File: config.mk
export PLATFORM = sky130hd
export DESIGN_NAME = lane_unit
export DESIGN_NICKNAME = d
export VERILOG_FILES = /design/src/common/core_pkg.sv /design/src/rtl/lane_unit.sv
export VERILOG_INCLUDE_DIRS = /design/src /design/src/common
export SDC_FILE = /design/constraint.sdc
export NUM_CORES = 1
export LEC_CHECK = 0
export BUFFER_PORTS_ARGS = -buffer_cell sky130_fd_sc_hd__buf_2
export CAP_MARGIN = 25
export CORE_MARGIN = 8
export CORE_UTILIZATION = 44
export DETAILED_ROUTE_END_ITERATION = 8
export PLACE_DENSITY = 0.71
export SYNTH_ARGS = -nofsm -noshare
export SYNTH_HDL_FRONTEND = slang
export SYNTH_SLANG_ARGS = --single-unit
File: constraint.sdc
create_clock -name clk -period 12.3 [get_ports clk]
set_input_delay 2.46 -clock clk [delete_from_list [all_inputs] [get_ports clk]]
set_output_delay 2.46 -clock clk [all_outputs]
set_load 0.005 [all_outputs]
File: src/common/core_cfg.svh
`ifndef CORE_CFG_SVH
`define CORE_CFG_SVH

// Core geometry
`define CORE_WARPS 2
`define CORE_THREADS 4

// Word and address widths
`define CORE_DATA_WIDTH 32
`define CORE_IADDR_WIDTH 8
`define CORE_DADDR_WIDTH 8

// Registers per file, register 0 reads zero
`define CORE_REGS 16

`endif

File: src/common/core_pkg.sv
`include "core_cfg.svh"

package core_pkg;

    typedef logic [`CORE_DATA_WIDTH-1:0] data_t;
    typedef logic [`CORE_IADDR_WIDTH-1:0] iaddr_t;
    typedef logic [`CORE_DADDR_WIDTH-1:0] daddr_t;
    typedef logic [$clog2(`CORE_REGS)-1:0] reg_idx_t;
    typedef logic [$clog2(`CORE_WARPS)-1:0] warp_idx_t;
    typedef logic [$clog2(`CORE_WARPS+1)-1:0] warp_count_t;

    typedef enum logic [2:0] {
        ADD   = 3'd0,
        SUB   = 3'd1,
        AND   = 3'd2,
        ADDI  = 3'd3,
        TID   = 3'd4,
        BNEZ  = 3'd5,
        STORE = 3'd6,
        HALT  = 3'd7
    } opcode_e;

    // Register form: rd = rs1 op rs2
    typedef struct packed {
        opcode_e     opcode;
        logic        scalar;
        reg_idx_t    rd;
        reg_idx_t    rs1;
        reg_idx_t    rs2;
        logic [15:0] pad;
    } instr_reg_t;

    // Immediate form with a 20-bit signed immediate
    typedef struct packed {
        opcode_e     opcode;
        logic        scalar;
        reg_idx_t    rd;
        reg_idx_t    rs1;
        logic [19:0] imm;
    } instr_imm_t;

    typedef union packed {
        instr_reg_t r;
        instr_imm_t i;
    } instr_t;

    typedef struct packed {
        opcode_e  opcode;
        logic     scalar;
        reg_idx_t rd;
        reg_idx_t rs1;
        reg_idx_t rs2;
        data_t    imm;
        logic     reg_write;
        logic     store;
        logic     halt;
    } decoded_t;

    typedef struct packed {
        iaddr_t      base_iaddr;
        warp_count_t num_warps;
    } kernel_config_t;

    typedef enum logic [2:0] {
        IDLE, FETCH, DECODE, REQUEST, WAIT, EXECUTE, UPDATE, DONE
    } warp_state_e;

    typedef struct packed {
        logic   valid;
        iaddr_t addr;
    } imem_req_t;

    typedef struct packed {
        logic   valid;
        daddr_t addr;
        data_t  data;
    } dmem_write_t;

    // Integer operation shared by the lane ALUs and the scalar ALU
    function automatic data_t alu_result(decoded_t d, data_t op1, data_t op2, data_t tid);
        case (d.opcode)
            ADD:     return op1 + op2;
            SUB:     return op1 - op2;
            AND:     return op1 & op2;
            ADDI:    return op1 + d.imm;
            TID:     return tid;
            // Branch test looks at rs1 alone
            BNEZ:    return op1;
            default: return '0;
        endcase
    endfunction

endpackage

File: src/rtl/lane_unit.sv
`timescale 1ns/1ns
`include "core_cfg.svh"

module lane_unit #(
    parameter int LANE = 0
) (
    input  logic                  clk,
    input  logic                  reset,
    input  core_pkg::warp_idx_t   warp_index,
    input  core_pkg::decoded_t    decoded,
    input  core_pkg::warp_state_e warp_state,
    input  core_pkg::data_t       op1,
    input  core_pkg::data_t       op2,
    output core_pkg::data_t       result,
    output logic                  busy,
    input  logic                  dmem_ready,
    output core_pkg::dmem_write_t dmem_write
);
    core_pkg::data_t  global_tid;
    logic             store_req;
    logic             store_valid;
    core_pkg::daddr_t store_addr;
    core_pkg::data_t  store_data;

    assign global_tid = core_pkg::data_t'(warp_index) * `CORE_THREADS + LANE;
    assign result     = core_pkg::alu_result(decoded, op1, op2, global_tid);
    assign store_req  = warp_state == core_pkg::REQUEST && decoded.store;

    always_ff @(posedge clk) begin
        if (reset) begin
            store_valid <= 1'b0;
        end else if (store_req) begin
            store_valid <= 1'b1;
        end else if (dmem_ready) begin
            store_valid <= 1'b0;
        end
    end

    // Address wraps to the data address width
    always_ff @(posedge clk) begin
        if (store_req) begin
            store_addr <= core_pkg::daddr_t'(op1 + decoded.imm);
            store_data <= op2;
        end
    end

    assign busy       = store_valid;
    assign dmem_write = '{valid: store_valid, addr: store_addr, data: store_data};

    assert property (@(posedge clk) disable iff (reset)
        store_valid && !dmem_ready |=>
            store_valid && $stable(store_addr) && $stable(store_data));

endmodule

==> results.toml <==
[logic_synthesis]
synth_ff_type = "edfxtp_1"
synth_cells = 752
ys_types = 79
avgSynthCellArea_um2 = 7.99
ys_seq_area_frac = 0.203
synthTopCellsByArea = "edfxtp_1 20%, ha_1 13%, a21oi_1 7.1%"
synth.area.mux_share = 0.0137
synthXorXnorAreaFrac = 0.121
synth_top_area_share = 0.200
mappedNetlistNets = 940
syn-cell-area_mm2 = 0.00601
yosys.area_share.simple = 0.172
async_flop_share = 0
yosys.area_share.adder = 0.140
synth_compound_area_frac = 0.310
synth_seq_cells = 41
synth_edf_count = 40
synth_top_family_by_area = "compound AO/OA/AOI/OAI gates"
synth_top_cell_by_area = "edfxtp_1"
yosys_warnings = 0

[die]
die_w_um = 133
die_h_um = 133
num_rows = 42
core_area_mm2 = 0.0133
start_util = 0.452
ios = 196
dieArea_mm2 = 0.0177

[placed_design]
gp_congestion = 0.934
placed_cells = 1080
dp_hpwl_mm = 16.2
io_buffers = 180
dp_slack_ps = 2830

[detailed_routing]
drt_iter0_drc = 467
ant_nets = 0
wire_per_inst_um = 18.7
finalWirelength_mm = 20.4
drtPass1Iterations = 5
vias = 6415
drc = 0
vias_per_cell = 5.89

[finish]
ff_latch_area_mm2 = 0.00122
finalNonFillerCells = 1090
drive_gt1_frac = 0.240
multi_input_area_mm2 = 0.00455
final_nets = 1100
fin_util = 0.542
area_growth_pct = 19.8
n_fill_cell = 1307

[global_route]
grt_max_degree = 42
grt_pass1_wl_mm = 32.2
grt_pass1_vias = 6310
antenna_found_initial = 1
grt_usage = 0.222
grt-ovfl-total = 0

[sta]
final-setup-viol-count = 0
maxSlewViolCount = 0
hold_viol_final = 0
finalSetupTns_ps = 0
rsz0062_at_grt = "false"
period_needed_ps = 9540
relSlewSlack = 0.252
skew_ps = 0
setup_slack_ps = 2760
worst_pin_slew_ps = 1120
finalCritPeriodShare = 0.776
fmax_mhz = 105

[cts]
clock_sinks = 41
cts_tree = "built"
cts_setup_buffers = 0
clk_path_buf_depth = 2
htree_levels = 2
ctsHoldBuffers = 0
cts-root-buf = "clkbuf_16"
clk_latency_ps = 280
clk_pin_slew_ps = 60
cts_made_buffers = 5
cts.repair.resized = 0

[worst_setup_path]
cp_max_fo = 19
start_kind = "input pin"
crit_chain = "buf_2 -> clkinv_1 -> nor2_1 -> nor2_1 -> xnor2_1 -> ha_1 -> o211a_1 -> o31a_1 -> o21a_1 -> o31ai_1 -> o21ai_1 -> a21oi_1 -> or4b_1 -> a21oi_1 -> a2111oi_0 -> o21ai_0 -> buf_2"
crit_type = "in2out"
worstSetupEndpointType = "primary output"
cpMaxStageDelayCell = "nor2_1"
slowest_delay_ps = 680
cp.required_ps = 9840
critPathArrivalTime_ps = 7080

[pwr]
p_per_area_mw_per_mm2 = 86.4
switching_power_uw = 248
comb_power_share = 0.525
intPower_uw = 374
p_leak_nw = 3.37
p_clk_frac = 0.217
vdd_drop_max_mv = 0.0580
power_frac_seq = 0.258
switching_share = 0.398

[worst_hold_path]
worstHoldPathType = "reg2reg"

[flow_run]
maxCapViolCount = 0

[run_status]
status = "finished, final reports clean"
==> power by group through the flow <==
stage,sequential [mW],combinational (mW),clock (mW)
5_1_grt,0.161,0.363,0.140
2_1_floorplan,0.164,0.221,0
6_report,0.160,0.327,0.135
3_5_place_dp,0.164,0.321,0
3_3_place_gp,0.163,0.318,0
4_1_cts,0.161,0.323,0.136
==> layout make-up <==
type / count / area share
Multi-Input combinational cell: 649 / 0.632
Sequential cell: 41 / 0.170
Timing Repair Buffer: 184 / 0.131
Tap cell: 176 / 0.0306
Clock buffer: 5 / 0.0174
Inverter: 31 / 0.0162
Clock inverter: 3 / 0.00295
Antenna cell: 1 / 0.000348
==> flip-flops by register name, indices dropped and copies added, names as in the netlist <==
signal      cells
busy            1
store_data     32
store_addr      8
==> worst max-delay path, delay by kind of cell <==
| kind | cells | cell delay, ps |
|---|---|---|
| buffers and inverters | 3 | 1030 |
| and+or+nand+nor | 3 | 970 |
| AOI/OAI and AO/OA | 9 | 2130 |
| xor gates and xnor gates | 1 | 150 |
| adders and majority gates | 1 | 330 |
==> worst paths after layout <==
kind | cells after the start | slack [ps] | to | start
hold reg to reg | 2 | 540 | busy | busy
setup reg to reg | 2 | 11690 | busy | busy
hold / removal | 2 | 540 | busy | busy
setup / recovery | 17 | 2760 | result[27] | decoded[48]
==> cell families after synthesis <==
group	after synthesis
AOI/OAI and AO/OA	291
and+or+nand+nor	201
xor gates and xnor gates	83
adders and majority gates	66
buffers and inverters	62
DFF	41
muxes	8
==> synthesized netlist by cell type (11+ instances only) <==
cell type	number
edfxtp_1	40
a21oi_1	85
xor2_1	48
xnor2_1	35
nand3_1	17
nor2_1	47
a21o_1	32
inv_1	30
o31ai_1	11
nand2_1	54
o21ai_0	72
clkbuf_1	24
ha_1	64
a22oi_1	13
==> per-layer routing <==
layer,wire (µm),track usage
met1,9430,0.296
met2,9030,0.355
met3,1460,0.0413
met4,474,0.0637
met5,0,0
==> placed cells by master (no fill, tap or decap), types with 11 or more instances in the layout <==
cell type / Yosys / final
nand3_1: 17 / 17
edfxtp_1: 40 / 40
buf_2: 3 / 180
a22oi_1: 13 / 13
nand2_1: 54 / 54
o31ai_1: 11 / 11
o21ai_0: 72 / 72
ha_1: 64 / 64
inv_1: 30 / 30
nor2_1: 47 / 47
a21oi_1: 85 / 85
xor2_1: 48 / 48
a21o_1: 32 / 32
xnor2_1: 35 / 35
==> stage by stage <==
stage / area (µm²) / power (mW) / hold WS [ps]
floorplan: 6010 / 0.386 / 504
CTS: 7180 / 0.620 / 550
global placement: 7030 / 0.482 / 539
global route: 7200 / 0.664 / 578
finish: 7200 / 0.622 / 542
detailed placement: 7030 / 0.485 / 534
Power figures use the tool's default switching activity.
