===== src/common/core_cfg.svh =====
`ifndef CORE_CFG_SVH
`define CORE_CFG_SVH

// Core geometry
`define CORE_WARPS 2
`define CORE_THREADS 4

// Word and address widths
`define CORE_DATA_WIDTH 32
`define CORE_IADDR_WIDTH 8
`define CORE_DADDR_WIDTH 8

// Registers per file, register 0 reads zero
`define CORE_REGS 16

`endif


===== src/common/core_pkg.sv =====
`include "core_cfg.svh"

package core_pkg;

    typedef logic [`CORE_DATA_WIDTH-1:0] data_t;
    typedef logic [`CORE_IADDR_WIDTH-1:0] iaddr_t;
    typedef logic [`CORE_DADDR_WIDTH-1:0] daddr_t;
    typedef logic [$clog2(`CORE_REGS)-1:0] reg_idx_t;
    typedef logic [$clog2(`CORE_WARPS)-1:0] warp_idx_t;
    typedef logic [$clog2(`CORE_WARPS+1)-1:0] warp_count_t;

    typedef enum logic [2:0] {
        ADD   = 3'd0,
        SUB   = 3'd1,
        AND   = 3'd2,
        ADDI  = 3'd3,
        TID   = 3'd4,
        BNEZ  = 3'd5,
        STORE = 3'd6,
        HALT  = 3'd7
    } opcode_e;

    // Register form: rd = rs1 op rs2
    typedef struct packed {
        opcode_e     opcode;
        logic        scalar;
        reg_idx_t    rd;
        reg_idx_t    rs1;
        reg_idx_t    rs2;
        logic [15:0] pad;
    } instr_reg_t;

    // Immediate form with a 20-bit signed immediate
    typedef struct packed {
        opcode_e     opcode;
        logic        scalar;
        reg_idx_t    rd;
        reg_idx_t    rs1;
        logic [19:0] imm;
    } instr_imm_t;

    typedef union packed {
        instr_reg_t r;
        instr_imm_t i;
    } instr_t;

    typedef struct packed {
        opcode_e  opcode;
        logic     scalar;
        reg_idx_t rd;
        reg_idx_t rs1;
        reg_idx_t rs2;
        data_t    imm;
        logic     reg_write;
        logic     store;
        logic     halt;
    } decoded_t;

    typedef struct packed {
        iaddr_t      base_iaddr;
        warp_count_t num_warps;
    } kernel_config_t;

    typedef enum logic [2:0] {
        IDLE, FETCH, DECODE, REQUEST, WAIT, EXECUTE, UPDATE, DONE
    } warp_state_e;

    typedef struct packed {
        logic   valid;
        iaddr_t addr;
    } imem_req_t;

    typedef struct packed {
        logic   valid;
        daddr_t addr;
        data_t  data;
    } dmem_write_t;

    // Integer operation shared by the lane ALUs and the scalar ALU
    function automatic data_t alu_result(decoded_t d, data_t op1, data_t op2, data_t tid);
        case (d.opcode)
            ADD:     return op1 + op2;
            SUB:     return op1 - op2;
            AND:     return op1 & op2;
            ADDI:    return op1 + d.imm;
            TID:     return tid;
            // Branch test looks at rs1 alone
            BNEZ:    return op1;
            default: return '0;
        endcase
    endfunction

endpackage


===== src/rtl/fetcher.sv =====
`timescale 1ns/1ns

module fetcher (
    input  logic                  clk,
    input  logic                  reset,
    input  core_pkg::warp_state_e warp_state,
    input  core_pkg::iaddr_t      pc,
    input  logic                  imem_ready,
    input  core_pkg::instr_t      imem_data,
    output core_pkg::imem_req_t   imem_req,
    output logic                  fetch_done,
    output core_pkg::instr_t      instruction
);
    typedef enum logic [1:0] {F_IDLE, F_REQUEST, F_DONE} fetch_state_e;

    fetch_state_e state;

    always_ff @(posedge clk) begin
        if (reset) begin
            state          <= F_IDLE;
            imem_req.valid <= 1'b0;
        end else begin
            case (state)
                F_IDLE: begin
                    if (warp_state == core_pkg::FETCH) begin
                        state          <= F_REQUEST;
                        imem_req.valid <= 1'b1;
                        imem_req.addr  <= pc;
                    end
                end
                F_REQUEST: begin
                    if (imem_ready) begin
                        state          <= F_DONE;
                        imem_req.valid <= 1'b0;
                        instruction    <= imem_data;
                    end
                end
                default: begin
                    // Hold until the scheduler moves the warp on
                    if (warp_state != core_pkg::FETCH) begin
                        state <= F_IDLE;
                    end
                end
            endcase
        end
    end

    // Done already in the handshake cycle, so the warp decodes next
    assign fetch_done = (state == F_REQUEST && imem_ready) || state == F_DONE;

    // Request stays on the warp's pc while the warp waits in FETCH
    assert property (@(posedge clk) disable iff (reset)
        imem_req.valid |-> warp_state == core_pkg::FETCH && imem_req.addr == pc);

endmodule


===== config.mk =====
export PLATFORM = sky130hd
export DESIGN_NAME = fetcher
export DESIGN_NICKNAME = d
export VERILOG_FILES = /design/src/common/core_pkg.sv /design/src/rtl/fetcher.sv
export VERILOG_INCLUDE_DIRS = /design/src /design/src/common
export SDC_FILE = /design/constraint.sdc
export NUM_CORES = 1
export LEC_CHECK = 0
export BUFFER_PORTS_ARGS = -buffer_cell sky130_fd_sc_hd__buf_2
export CELL_PAD_IN_SITES_DETAIL_PLACEMENT = 0
export CELL_PAD_IN_SITES_GLOBAL_PLACEMENT = 1
export CORE_AREA = 3 3 79 81
export DETAILED_ROUTE_END_ITERATION = 16
export DIE_AREA = 0 0 82 84
export PLACE_DENSITY = 0.69
export SLEW_MARGIN = 20
export SYNTH_ARGS = -nofsm -noshare
export SYNTH_HDL_FRONTEND = slang
export SYNTH_SLANG_ARGS = --single-unit

===== constraint.sdc =====
create_clock -name clk -period 5.4 [get_ports clk]
set_input_delay 1.62 -clock clk [delete_from_list [all_inputs] [get_ports clk]]
set_output_delay 1.62 -clock clk [all_outputs]
set_load 0.05 [all_outputs]

==> results.md <==
* Status: finished, final reports clean
* Combinational share of power at 0.057
* Root Driver: clkbuf_8
* Max-slew violations at 0
* TritonRoute pass-1 iters at 4
* Post-route insts no fill at between 200 and 250
* DRC violations left at 0
* Clk pin slew, worst setup/hold paths at ~0.080 ns
* Fin crit share at 0.712
* Cell area after synthesis at around 1400 sq um
* Fmax at ~0.26 GHz
* Antenna viol nets, final at 0
* Post-place instance area at ~1900 sq um
* Reg power frac at 0.560
* Fillers at about 560
* Placed cell count at 219
* Post-synth cell types at 17
* Total grt overflow at 0
* Cell family with most CP delay: buffers and inverters
* CTS resizes at 0
* Worst path depth at 4
* CP Data Required Time at between 3 and 4 ns
* Reg-to-Reg Start: state[0]
* Max FO, Critical Path at 3
* RSZ-0062 raised after global routing: no
* Post-route cell area at slightly above 2000 sq um
* Synth Register Bits at 43
* Clk_lat worst skew at between 0.2 and 0.3 ns
* Num rows at 27
* Initial antenna violation count at 1
* Starting density of the core at 0.249
* Dpl hpwl at 2380 um
* Net Sw Frac at 0.192
* CP arrival at approximately 2.2 ns
* Worst hold start: state[0]
* Mean area per synthesized cell at between 20 and 25 sq um
* Net Switching at about 0.13 mW
* Hold path depth at 2
* Hold Vio Cnt, Final at 0
* Slew @ Worst Pin at 0.409 ns
* CP max-delay cell: buf_2
* Max IR drop VDD at roughly 0.087 mV
* CTS Buffer Depth at 2
* Starting DRC count in detailed routing at 19
* Drt wl/cell at 13.2 um
* Total CTS buffers at 5
* H-tree depth at 2
* R2R depth at 3
* PD cells at between 300 and 400 nW/um^2
* Setup Fix Bufs, Post-CTS at 0
* CP most frequent cell: buf_2
* Setup CP Type: in2out
* Synth area leader: edfxtp_1
* Yosys Warn Count at 0
* Hold WC Path Type: reg2reg
* Leakage at 0.834 nW
* Crit end category: output pin
* Vias per Instance at roughly 3.9
* Min Clock Period, post-route at 3.84 ns
* CP bufs+invs at 2
* Largest net degree at the start of global routing at 34
* Max cap viols at 0
* Ports at between 80 and 90
* Routed vias at just under 900
* Crit-path cells: buf_2, nand2_1, mux2i_1, buf_2
* Layout Skew at 0.0123 ns
* Crit path launch type: primary input
* Core region area at between 5000 and 6000 sq um
* Setup_tns at 0 ns
* CTS Hold Buffers Added at 0
* Biggest cell delay along the critical path at between 0.2 and 0.3 ns
* Int Power at about 0.53 mW
* Final RePlAce weighted congestion at ~0.67
* Slew margin rel. at 0.727
* Crit path from: imem_ready
* Chip Width at 82 um
* Area contributors post-synth: edfxtp_1, dfxtp_1, nor3b_4
* Top-area cell type share of the netlist area at 0.871
* Seq/Total Area, Yosys at 0.915
* Setup violators final at 0
* Synth Net Count at between 100 and 150
* Die area at between 6000 and 7000 sq um
* Synthesized instance count at 60
* Nets at 200
* Final core utilization at 0.366
* DIE HEIGHT at approximately 84 um
* Clock sink count at 43
* Routed Wire Length at ~3000 um
* Clock share of power at 0.383
* Share of cells above drive strength 1 at 0.645
* Vias in the first global route at ~900
* Port bufs at 87
* Diodes inserted at 0
* First-pass GRT wire length at 4660 um
* Layout Area Growth over Synthesis at 47.1%
* GRT Total Usage at 0.0917
* CTS tree: yes
sequential cells by signal (all words and copies together), names as in the netlist:
| register | count |
|---|---|
| instruction | 32 |
| imem_req | 9 |
| state | 2 |
Yosys cell counts:
cell      instances
edfxtp_1         40
dfxtp_1           3
a21oi_1           2
nand2_1           2
a21boi_0          1
a31o_1            1
a31oi_1           1
and3_1            1
buf_4             1
inv_1             1
mux2i_1           1
nand2_2           1
nand3_1           1
nor2_1            1
nor2_2            1
nor3_2            1
nor3b_4           1
worst reg2reg max path, cell delays in order (launching register included):
cell and delay, ns:
dfxtp_1 0.44, nand2_1 0.14, nor3_4 0.12, buf_4 0.39
cell type report:
type / count / area, sq um / share of cell area
inverter: 1 / 3.75 / 0.00185
clock buffer: 6 / 82.6 / 0.0407
sequential: 43 / 1260 / 0.622
tap: 72 / 90.1 / 0.0444
multi-input combinational: 15 / 113 / 0.0555
timing repair buffer: 88 / 443 / 0.218
clock inverter: 2 / 35.0 / 0.0173
cells by family (layout without fill, tap and decap cells):
kind of cell | Yosys count | count (layout) | share of synthesized area
flip-flops | 43 | 43 | 0.915
AND/OR/NAND/NOR | 9 | 9 | 0.0463
AO/OA/AOI/OAI | 5 | 5 | 0.0236
buffers and inverters | 2 | 97 | 0.00817
multiplexers | 1 | 1 | 0.00726
placed cells by master (no fill, tap or decap), types with 2 or more instances in the layout:
master	instances
nand2_1	2
buf_2	87
clkbuf_8	6
a21oi_1	2
dfxtp_1	3
edfxtp_1	40
routing by layer:
layer	track usage	up-vias	wire length, um
li1	-	417	-
met1	0.106	416	1140
met2	0.139	51	1380
met3	0.0572	9	414
met4	0.0272	2	39
met5	0	-	13
metrics by stage:
| step | power [mW] | hold WS (ns) | setup WS, ns |
|---|---|---|---|
| after detailed placement | 0.415 | 0.551 | 1.55 |
| after floorplan | 0.394 | 0.505 | 1.31 |
| after global routing | 0.688 | 0.603 | 1.49 |
| after global placement | 0.415 | 0.549 | 1.56 |
| final | 0.660 | 0.563 | 1.56 |
| after CTS | 0.672 | 0.565 | 1.55 |
final timing paths:
check | endpoint | slack [ns]
worst max-delay path | fetch_done | 1.56
worst max register to register | instruction[15] | 3.95
worst min register to register | state[0] | 0.56
worst min-delay path | state[0] | 0.56
power by group through the flow:
| stage | sequential [mW] | clock [mW] | combinational (mW) |
|---|---|---|---|
| detailed placement | 0.377 | 0 | 0.0381 |
| global placement | 0.377 | 0 | 0.0374 |
| global route | 0.370 | 0.277 | 0.0411 |
| CTS | 0.370 | 0.264 | 0.0381 |
| floorplan | 0.389 | 0 | 0.00575 |
| finish | 0.370 | 0.253 | 0.0375 |
Power figures use the tool's default switching activity.
