$ cat src/common/core_cfg.svh
`ifndef CORE_CFG_SVH
`define CORE_CFG_SVH

// Core geometry
`define CORE_WARPS 2
`define CORE_THREADS 4

// Word and address widths
`define CORE_DATA_WIDTH 32
`define CORE_IADDR_WIDTH 8
`define CORE_DADDR_WIDTH 8

// Registers per file, register 0 reads zero
`define CORE_REGS 16

`endif

$ cat src/common/core_pkg.sv
`include "core_cfg.svh"

package core_pkg;

    typedef logic [`CORE_DATA_WIDTH-1:0] data_t;
    typedef logic [`CORE_IADDR_WIDTH-1:0] iaddr_t;
    typedef logic [`CORE_DADDR_WIDTH-1:0] daddr_t;
    typedef logic [$clog2(`CORE_REGS)-1:0] reg_idx_t;
    typedef logic [$clog2(`CORE_WARPS)-1:0] warp_idx_t;
    typedef logic [$clog2(`CORE_WARPS+1)-1:0] warp_count_t;

    typedef enum logic [2:0] {
        ADD   = 3'd0,
        SUB   = 3'd1,
        AND   = 3'd2,
        ADDI  = 3'd3,
        TID   = 3'd4,
        BNEZ  = 3'd5,
        STORE = 3'd6,
        HALT  = 3'd7
    } opcode_e;

    // Register form: rd = rs1 op rs2
    typedef struct packed {
        opcode_e     opcode;
        logic        scalar;
        reg_idx_t    rd;
        reg_idx_t    rs1;
        reg_idx_t    rs2;
        logic [15:0] pad;
    } instr_reg_t;

    // Immediate form with a 20-bit signed immediate
    typedef struct packed {
        opcode_e     opcode;
        logic        scalar;
        reg_idx_t    rd;
        reg_idx_t    rs1;
        logic [19:0] imm;
    } instr_imm_t;

    typedef union packed {
        instr_reg_t r;
        instr_imm_t i;
    } instr_t;

    typedef struct packed {
        opcode_e  opcode;
        logic     scalar;
        reg_idx_t rd;
        reg_idx_t rs1;
        reg_idx_t rs2;
        data_t    imm;
        logic     reg_write;
        logic     store;
        logic     halt;
    } decoded_t;

    typedef struct packed {
        iaddr_t      base_iaddr;
        warp_count_t num_warps;
    } kernel_config_t;

    typedef enum logic [2:0] {
        IDLE, FETCH, DECODE, REQUEST, WAIT, EXECUTE, UPDATE, DONE
    } warp_state_e;

    typedef struct packed {
        logic   valid;
        iaddr_t addr;
    } imem_req_t;

    typedef struct packed {
        logic   valid;
        daddr_t addr;
        data_t  data;
    } dmem_write_t;

    // Integer operation shared by the lane ALUs and the scalar ALU
    function automatic data_t alu_result(decoded_t d, data_t op1, data_t op2, data_t tid);
        case (d.opcode)
            ADD:     return op1 + op2;
            SUB:     return op1 - op2;
            AND:     return op1 & op2;
            ADDI:    return op1 + d.imm;
            TID:     return tid;
            // Branch test looks at rs1 alone
            BNEZ:    return op1;
            default: return '0;
        endcase
    endfunction

endpackage

$ cat src/rtl/decoder.sv
`timescale 1ns/1ns

module decoder (
    input  logic                  clk,
    input  logic                  reset,
    input  core_pkg::warp_state_e warp_state,
    input  core_pkg::instr_t      instruction,
    output core_pkg::decoded_t    decoded
);
    core_pkg::opcode_e  opcode;
    core_pkg::data_t    imm_ext;
    core_pkg::decoded_t next;

    assign opcode  = instruction.r.opcode;
    assign imm_ext = core_pkg::data_t'(signed'(instruction.i.imm));

    always_comb begin
        next        = '0;
        next.opcode = opcode;
        next.scalar = instruction.r.scalar;
        next.rd     = instruction.r.rd;
        next.rs1    = instruction.r.rs1;
        case (opcode)
            core_pkg::ADD, core_pkg::SUB, core_pkg::AND: begin
                next.rs2       = instruction.r.rs2;
                next.reg_write = 1'b1;
            end
            core_pkg::ADDI: begin
                next.imm       = imm_ext;
                next.reg_write = 1'b1;
            end
            core_pkg::TID: next.reg_write = 1'b1;
            core_pkg::BNEZ: next.imm = imm_ext;
            core_pkg::STORE: begin
                // Data register travels in the rd field
                next.rs2    = instruction.i.rd;
                next.rd     = '0;
                next.scalar = 1'b0;
                next.imm    = imm_ext;
                next.store  = 1'b1;
            end
            core_pkg::HALT: next.halt = 1'b1;
            default: ;
        endcase
    end

    always_ff @(posedge clk) begin
        if (reset) begin
            decoded <= '0;
        end else if (warp_state == core_pkg::DECODE) begin
            decoded <= next;
        end
    end

endmodule

$ cat config.mk
export PLATFORM = sky130hd
export DESIGN_NAME = decoder
export DESIGN_NICKNAME = d
export VERILOG_FILES = /design/src/common/core_pkg.sv /design/src/rtl/decoder.sv
export VERILOG_INCLUDE_DIRS = /design/src /design/src/common
export SDC_FILE = /design/constraint.sdc
export NUM_CORES = 1
export LEC_CHECK = 0
export BUFFER_PORTS_ARGS = -buffer_cell sky130_fd_sc_hd__buf_4
export CAP_MARGIN = 25
export CELL_PAD_IN_SITES_DETAIL_PLACEMENT = 1
export CELL_PAD_IN_SITES_GLOBAL_PLACEMENT = 1
export CORE_ASPECT_RATIO = 2
export CORE_MARGIN = 5
export CORE_UTILIZATION = 33
export CTS_BUF_LIST = sky130_fd_sc_hd__clkbuf_16
export CTS_CLUSTER_SIZE = 28
export DETAILED_ROUTE_END_ITERATION = 12
export PLACE_DENSITY = 0.87
export SYNTH_ARGS = -nofsm -noshare
export SYNTH_HDL_FRONTEND = slang
export SYNTH_SLANG_ARGS = --single-unit
export TNS_END_PERCENT = 5
$ cat constraint.sdc
create_clock -name clk -period 2.7 [get_ports clk]
set_input_delay 0.675 -clock clk [delete_from_list [all_inputs] [get_ports clk]]
set_output_delay 0.675 -clock clk [all_outputs]
set_load 0.03 [all_outputs]
==> impl_metrics.json <==
{
  "cts_setup_buffers": 0,
  "io-pin-count": 88,
  "cts_root_buf": "clkbuf_16",
  "avgRoutedWirePerCell_um": 18.1,
  "cts_buffers": 5,
  "synth_edf_count": 0,
  "slew_headroom_pct": 41.5,
  "synthTopCellsByArea": "dfxtp_1 46%, o2111ai_1 12%, a21oi_1 11%, nand2_1 10%, buf_4 5.3%",
  "dp_hpwl_um": 4240,
  "syn2layout_area_growth_pct": 44.2,
  "ys.flop_type": "dfxtp_1",
  "die_area_mm2": 0.00682,
  "die_w_um": 61.0,
  "synth-seq-area-share_pct": 45.5,
  "status": "finished, final reports clean",
  "vias": 1761,
  "syn_inst": 206,
  "hold-worst-slack_ps": 454,
  "drive_above_1_share_pct": 36.2,
  "cts_hold_buf": 0,
  "cts_tree": "done",
  "via_per_inst": 5.35,
  "hold_violations": 0,
  "drtAntennaViolNets": 0,
  "core_area_mm2": 0.00509,
  "worstPathMaxFanout": 11,
  "rsz0062_at_grt": "no",
  "drc": 0,
  "yosysTopAreaCell": "dfxtp_1",
  "die_h_um": 112,
  "ir_drop_uv": 425,
  "track_usage_pct": 18.0,
  "setup_slack_ps": 783,
  "rows": 37,
  "cpPeakStageDelay_ps": 710,
  "start_util_pct": 33.7,
  "hp-class": "reg -> reg",
  "cp_common_cell": "buf_4",
  "fin_tns_setup_ps": 0,
  "maxSlewViolCount": 0,
  "syn_area_mm2": 0.00171,
  "fmax_ghz": 0.522,
  "route.met2.wl_um": 3380,
  "drt_iter0_markers": 55,
  "setup_viol": 0,
  "yosys.area.top_type_share_pct": 45.5,
  "diodes": 0,
  "syn_area_per_cell_um2": 8.32,
  "skew_ps": 0,
  "end_kind": "flip-flop",
  "wl_um": 5940,
  "routabilityCongestion": 0.835,
  "cts_buffer_depth": 2,
  "power_density_mw_per_mm2": 627,
  "synth_fp_nets": 243,
  "reg.largest.list": "decoded (39)",
  "dr.pass1.iters": 4,
  "critPathLaunchType": "primary input",
  "fin_crit_ps": 1920,
  "antenna_found_initial": 0,
  "nNetsFinal": 307,
  "crit_arrival_ps": 2130,
  "maxCapViolCount": 0,
  "ys_types": 23,
  "overflow": 0,
  "grt_max_degree": 40,
  "regMostFlops": "decoded",
  "fin_crit_sh_pct": 71.0,
  "async_flop_share_pct": 0,
  "clk_pin_slew_ps": 60,
  "crit_path_top_delay_cell": "xor2_1",
  "dp_slack_ps": 512,
  "highest_layer": "met4",
  "crit_required_ps": 2910,
  "yosysWarnings": 0,
  "path_cells": "buf_4, xor2_1, buf_4, o2111ai_1, a21oi_1",
  "cts.repair.resized": 0,
  "cts.sinks": 39,
  "wl_met3_um": 340,
  "worst_pin_slew_ps": 874,
  "largest_reg_flops": 39,
  "leakage_nw": 1.03,
  "io_buffers": 87,
  "ys_seq_elements": 39,
  "fillers": 635,
  "grt_pass1_wl_um": 9240,
  "htree_num_levels": 2,
  "grt_pass1_vias": 1833,
  "clk_latency_ps": 280,
  "met1_length_um": 2030,
  "path_class": "in -> reg"
}
[where the power goes]
| group | switching, W | total [W] | internal [W] |
|---|---|---|---|
| Clock | 0.000229 | 0.000755 | 0.000526 |
| Combinational | 0.000120 | 0.000196 | 0.0000761 |
| Sequential | 0.00000889 | 0.000599 | 0.000590 |
[cells in the final DEF (no fill, tap or decap), drive strengths merged]
cell type  instances
buf               90
nand2             46
dfxtp             39
a21oi             38
o2111ai           24
nand3              5
clkbuf             5
and4b              4
nor2b              4
inv                2
nor2               2
bufinv             2
xor2               1
nor3b              1
a21o               1
or3b               1
nand3b             1
nand2b             1
o21ai              1
nor3               1
or2                1
or3                1
[layer usage]
layer  vias to the layer above  track usage (%)
li1                        847                -
met1                       841             18.1
met2                        60             32.8
met3                        13             4.29
met4                         0             8.10
met5                         -                0
[synth_stat cells, types with 2 or more instances]
master / instances
nand2_1: 46
dfxtp_1: 39
a21oi_1: 38
o2111ai_1: 24
clkbuf_1: 13
buf_4: 12
buf_2: 7
nand3_1: 5
and4b_1: 4
nor2b_1: 4
nor2_1: 2
[final cells by class]
class	count	area, um^2	area share (%)
Sequential cell	39	781	31.6
Clock inverter	3	63.8	2.58
Inverter	1	3.75	0.152
Clock buffer	5	125	5.06
Multi-Input combinational cell	133	751	30.4
Timing Repair Buffer	90	676	27.3
Tap cell	58	72.6	2.94
[final timing paths]
check / slack [ps] / start / cells past startpoint / endpoint
max: 780 / instruction[29] / 5 / decoded[15]$_SDFFE_PP0N_
min: 450 / decoded[3]$_SDFFE_PP0N_ / 2 / decoded[3]$_SDFFE_PP0N_
max reg2reg: 1830 / decoded[33]$_SDFFE_PP0N_ / 2 / decoded[33]$_SDFFE_PP0N_
min reg2reg: 450 / decoded[3]$_SDFFE_PP0N_ / 2 / decoded[3]$_SDFFE_PP0N_
[worst max-delay path, delay by kind of cell]
| family | cells | cell delay, ps |
|---|---|---|
| compound gates | 2 | 290 |
| xor+xnor | 1 | 710 |
| buf+inv | 2 | 460 |
[stage by stage]
step	total power [W]	cell area, um^2	utilization, %	instances
after CTS	0.00156	2470	48.6	329
after detailed placement	0.000808	2280	44.8	321
after floorplan	0.000720	1710	-	206
after global routing	0.00160	2470	48.6	329
final	0.00155	2470	48.6	329
after global placement	0.000802	2280	44.8	321
[cell families (layout without fill, tap and decap cells)]
family / count (synthesis) / count (layout) / synth area share (%)
AOI/OAI and AO/OA: 64 / 64 / 24.1
xor gates and xnor gates: 1 / 1 / 0.511
buffers and inverters: 34 / 99 / 11.0
and+or+nand+nor: 68 / 68 / 18.8
DFF: 39 / 39 / 45.5
(Power assumes the default switching activity.)
