===== src/common/core_cfg.svh =====
`ifndef CORE_CFG_SVH
`define CORE_CFG_SVH

// Core geometry
`define CORE_WARPS 2
`define CORE_THREADS 4

// Word and address widths
`define CORE_DATA_WIDTH 32
`define CORE_IADDR_WIDTH 8
`define CORE_DADDR_WIDTH 8

// Registers per file, register 0 reads zero
`define CORE_REGS 16

`endif


===== src/common/core_pkg.sv =====
`include "core_cfg.svh"

package core_pkg;

    typedef logic [`CORE_DATA_WIDTH-1:0] data_t;
    typedef logic [`CORE_IADDR_WIDTH-1:0] iaddr_t;
    typedef logic [`CORE_DADDR_WIDTH-1:0] daddr_t;
    typedef logic [$clog2(`CORE_REGS)-1:0] reg_idx_t;
    typedef logic [$clog2(`CORE_WARPS)-1:0] warp_idx_t;
    typedef logic [$clog2(`CORE_WARPS+1)-1:0] warp_count_t;

    typedef enum logic [2:0] {
        ADD   = 3'd0,
        SUB   = 3'd1,
        AND   = 3'd2,
        ADDI  = 3'd3,
        TID   = 3'd4,
        BNEZ  = 3'd5,
        STORE = 3'd6,
        HALT  = 3'd7
    } opcode_e;

    // Register form: rd = rs1 op rs2
    typedef struct packed {
        opcode_e     opcode;
        logic        scalar;
        reg_idx_t    rd;
        reg_idx_t    rs1;
        reg_idx_t    rs2;
        logic [15:0] pad;
    } instr_reg_t;

    // Immediate form with a 20-bit signed immediate
    typedef struct packed {
        opcode_e     opcode;
        logic        scalar;
        reg_idx_t    rd;
        reg_idx_t    rs1;
        logic [19:0] imm;
    } instr_imm_t;

    typedef union packed {
        instr_reg_t r;
        instr_imm_t i;
    } instr_t;

    typedef struct packed {
        opcode_e  opcode;
        logic     scalar;
        reg_idx_t rd;
        reg_idx_t rs1;
        reg_idx_t rs2;
        data_t    imm;
        logic     reg_write;
        logic     store;
        logic     halt;
    } decoded_t;

    typedef struct packed {
        iaddr_t      base_iaddr;
        warp_count_t num_warps;
    } kernel_config_t;

    typedef enum logic [2:0] {
        IDLE, FETCH, DECODE, REQUEST, WAIT, EXECUTE, UPDATE, DONE
    } warp_state_e;

    typedef struct packed {
        logic   valid;
        iaddr_t addr;
    } imem_req_t;

    typedef struct packed {
        logic   valid;
        daddr_t addr;
        data_t  data;
    } dmem_write_t;

    // Integer operation shared by the lane ALUs and the scalar ALU
    function automatic data_t alu_result(decoded_t d, data_t op1, data_t op2, data_t tid);
        case (d.opcode)
            ADD:     return op1 + op2;
            SUB:     return op1 - op2;
            AND:     return op1 & op2;
            ADDI:    return op1 + d.imm;
            TID:     return tid;
            // Branch test looks at rs1 alone
            BNEZ:    return op1;
            default: return '0;
        endcase
    endfunction

endpackage


===== src/rtl/warp_reg_file.sv =====
`timescale 1ns/1ns
`include "core_cfg.svh"

module warp_reg_file (
    input  logic                                  clk,
    input  logic                                  reset,
    input  logic                                  write_enable,
    input  logic                                  scalar,
    input  core_pkg::reg_idx_t                    rd,
    input  core_pkg::reg_idx_t                    rs1,
    input  core_pkg::reg_idx_t                    rs2,
    input  core_pkg::data_t                       scalar_result,
    input  core_pkg::data_t [`CORE_THREADS-1:0]   lane_results,
    output core_pkg::data_t                       scalar_rs1,
    output core_pkg::data_t                       scalar_rs2,
    output core_pkg::data_t [`CORE_THREADS-1:0]   vector_rs1,
    output core_pkg::data_t [`CORE_THREADS-1:0]   vector_rs2
);
    core_pkg::data_t                     scalar_regs [`CORE_REGS];
    // One row per register, one word per lane
    core_pkg::data_t [`CORE_THREADS-1:0] vector_regs [`CORE_REGS];

    always_ff @(posedge clk) begin
        if (reset) begin
            for (int r = 0; r < `CORE_REGS; r++) begin
                scalar_regs[r] <= '0;
                vector_regs[r] <= '0;
            end
        end else if (write_enable && rd != '0) begin
            if (scalar) begin
                scalar_regs[rd] <= scalar_result;
            end else begin
                vector_regs[rd] <= lane_results;
            end
        end
    end

    assign scalar_rs1 = scalar_regs[rs1];
    assign scalar_rs2 = scalar_regs[rs2];
    assign vector_rs1 = vector_regs[rs1];
    assign vector_rs2 = vector_regs[rs2];

endmodule


===== config.mk =====
export PLATFORM = sky130hd
export DESIGN_NAME = warp_reg_file
export DESIGN_NICKNAME = d
export VERILOG_FILES = /design/src/common/core_pkg.sv /design/src/rtl/warp_reg_file.sv
export VERILOG_INCLUDE_DIRS = /design/src /design/src/common
export SDC_FILE = /design/constraint.sdc
export NUM_CORES = 2
export LEC_CHECK = 0
export BUFFER_PORTS_ARGS = -buffer_cell sky130_fd_sc_hd__buf_4
export CORE_MARGIN = 5
export CORE_UTILIZATION = 45
export DETAILED_ROUTE_END_ITERATION = 10
export HOLD_SLACK_MARGIN = 0.1
export PLACE_DENSITY_LB_ADDON = 0.12
export SLEW_MARGIN = 20
export SYNTH_ARGS = -nofsm -noshare
export SYNTH_HDL_FRONTEND = slang
export SYNTH_SLANG_ARGS = --single-unit

===== constraint.sdc =====
create_clock -name clk -period 8.6 [get_ports clk]
set_input_delay 1.72 -clock clk [delete_from_list [all_inputs] [get_ports clk]]
set_output_delay 1.72 -clock clk [all_outputs]
set_load 0.01 [all_outputs]

==> run summary <==
For this run, the post-layout net count is 8835. The mean routed wirelength per cell came out at 38.8 um. Clock-pin slew was measured on the worst setup and hold paths at 0.06 ns. For the pin with the worst max-slew slack, the measured transition is 1.35 ns. The total cell area at the placement stage is 140000 um2, and the area taken by flip-flops and latches is 76900 um2. In the layout the commonest cells are 2560 x edfxtp_1, 2403 x and2_1, 1184 x mux4_2. Once the clock tree was built, the setup fixing pass inserted 0 buffers. In the final layout, the multi-input gates occupy 51900 um2. Type of origin of the critical path: an input pin. The cell area that synthesis handed to floorplanning was 132000 um2. The library cell used most frequently in the layout, excluding fill and tap cells, is edfxtp_1. For hold timing, the worst endpoint is scalar_regs[12][18]. For the hold violation count in the final report, the log shows 0.

The tools report the internal cell power as 0.0231 W. The logs give 23934 for the layout filler cell count and 12171 for the initial detailed-routing violation count. TritonCTS built the clock tree.

The post-synthesis cell type with the largest combined area was edfxtp_1. Summed over all nets, the half-perimeter wirelength after detailed placement is 269000 um. Setup repair after global routing left no endpoint under its margin.

Number of enable-type register cells in the synthesized netlist: 2560. The overall overflow remaining after global route was 0. STA puts the critical path data required time at 6.88 ns. The tools report the worst IR drop on VDD as 147 uV.

Net switching is 25.6% of the power. The total wire length after detailed routing came out at 497000 um. The most numerous cell type found on the critical path is buf_4. The tools report the part of the Yosys area used for sequential elements as 58.4%. The share of synthesized flip-flops with an asynchronous set or reset was 0%.

After synthesis, the cell types taking the most area are edfxtp_1 58%, mux4_2 20%, and2_1 11%. Entering global routing, the biggest net connects 120 pins. Across all hold checks on the routed design, the worst slack comes to 1.18 ns.

For this design the total switching power over the nets is 0.00794 W. The number of max-cap violations was 0. Counting instances, the worst hold path has a depth of 2. The worst pin sits at a relative slew slack of 8.91%. In this run the static leakage power is 51.5 nW. The signed area change from the synthesized netlist to the final layout is 13.2%. The sequential cell fraction of total power was 47.7%; the vertical die dimension was 551 um. For the core outline area, the log shows 291000 um2. The biggest fanout along the worst timing path is 60, and the number of buffers on the longest clock path is 4.

In the routed design, unresolved DRC markers number 0. For this configuration, the core starts out at a cell density of 45.2%. TritonCTS created 294 clock buffers.

The delay of the slowest cell on the worst path was 0.79 ns. The minimum clock period is 6.82 ns. The part of the power in combinational logic was 12.4%; the ratio of cells with drive above 1 in the final layout was 27.9%. The critical path buffer and inverter count works out to 4. CTS built an H-tree with a depth of 5. The dominant register cell in the synthesized netlist is edfxtp_1.

For the number of clock sinks, the log shows 2560. The tightest min-delay check is of the in -> reg type. The initial antenna violation count came out at 91. The count of pins over their slew limit was 0.

STA classifies the critical path endpoint as an output port. Dividing the detail-routed via count by the number of cells gives 6.53. Synthesis handed over a netlist of 8364 instances.

The worst setup path is of the in -> out kind. Port buffering added 495 buffers. The tools report the cts-stage hold buffer count as 0. The launch instance of the worst min-delay path is scalar_result[18].

During synthesis, Yosys emitted a total of 0 warnings. After synthesis, the largest area contributor takes up 58.4% of total cell area. For the overall die area, the log shows 304000 um2. The cell family with the largest share of critical-path delay is buffers and inverters.

The post-placement cell count is 12263, and the die boundary width is 551 um. The largest individual stage delay along the critical path comes from the cell and2_1. The final critical path takes up 79.3% of the cycle. For this run, the detailed router's first-pass iteration total came to 6.

For the data arrival time of the worst path, the log shows 5.10 ns. The mean area per synthesized cell was 15.7 um2; the total vias in the final route was 83749. In this run, distinct cell masters in the synthesized netlist total 35.

Traced cell by cell, the critical path runs through buf_8 -> buf_4 -> and2_1 -> buf_4 -> a22oi_1 -> o31ai_1 -> buf_4. The logs give 12818 for the number of standard cells in the final layout excluding fillers and 85764 for the number of global-route vias before repair. In this run the remaining antenna-violating nets after routing total 0.

The power density normalized to cell area is 208 nW/um2. The congestion estimate from routability-driven global placement came to 0.828. The tree is rooted in a clkbuf_16.

Once the clock tree was built, the resizer swapped 0 gates to a different size. The clock share of power was 39.9%; the cell row count was 198. 496 I/O pins were placed. The first-pass GRT wire length is 685000 um. The run finished with clean final reports. Counting flops and latches in the post-synthesis netlist gives 2560. Static timing analysis puts the maximum clock frequency at 0.147 GHz.

Across every metal layer, demand over resource in global routing totals 32.2%. Setup violations remaining at the end of the flow were counted as 0. The logs give 0 ns for the post-route setup TNS and 149000 um2 for the final instance area.
-- flip-flops by register name, indices dropped and copies added (netlist names) --
name and count:
scalar_regs 512, vector_regs 2048
-- Yosys cell counts, drive strengths merged, types with 17 or more instances --
cell type	instances
edfxtp	2560
and2	2407
mux4	1184
clkbuf	528
a22oi	422
buf	334
nand2	227
o22ai	219
nor2	116
mux2	111
mux2i	68
or2	37
o31ai	31
nor2b	27
a22o	17
a41o	17
-- per-stage QoR --
step	utilization (%)	setup slack [ns]	power, W
after global routing	51.2	1.65	0.0318
after floorplan	-	2.89	0.0171
after CTS	51.2	1.89	0.0311
after global placement	48.0	1.86	0.0188
after detailed placement	48.0	1.89	0.0188
final	51.2	1.78	0.0310
-- power by group through the flow --
stage	Sequential, W	Combinational (W)	Clock, W
after floorplan	0.0149	0.00216	0
after global placement	0.0150	0.00380	0
after detailed placement	0.0150	0.00382	0
after CTS	0.0148	0.00383	0.0125
after global routing	0.0149	0.00399	0.0130
final	0.0148	0.00385	0.0124
-- worst max-delay path by stage --
stage,to,cells after the start,slack (ns),startpoint
finish,vector_rs2[78],7,1.78,rs2[2]
global route,vector_rs2[59],7,1.65,rs2[0]
CTS,vector_rs2[62],7,1.89,rs2[0]
detailed placement,vector_rs2[65],7,1.89,rs2[0]
global placement,vector_rs2[59],7,1.86,rs2[0]
floorplan,vector_regs[0][0],1,2.89,reset
-- area by class of cell --
| class | instances | share of cell area (%) |
|---|---|---|
| Clock inverter | 156 | 0.987 |
| Sequential cell | 2560 | 51.6 |
| Multi-Input combinational cell | 5101 | 34.8 |
| Timing Repair Buffer | 702 | 4.05 |
| Antenna cell | 45 | 0.0756 |
| Clock buffer | 354 | 5.19 |
| Tap cell | 3900 | 3.27 |
-- cells by family (layout without fill, tap and decap cells) --
group           after synthesis  count (layout)  synth area share (%)
compound gates              733             733                  3.99
buf+inv                     862            1212                  3.02
flops                      2560            2560                  58.4
mux                        1363            1363                  21.7
other cells                   1             205               0.00285
simple gates               2845            2845                  12.9
-- layer usage --
layer | part of all wire, % | wire length (um) | GRT usage (%)
met4 | 5.2 | 26000 | 14.7
met1 | 38 | 189000 | 43.7
met3 | 11 | 55500 | 7.48
met5 | 0.052 | 260 | 0
met2 | 46 | 227000 | 49.8
No activity file was read; power rests on OpenSTA's default activity.
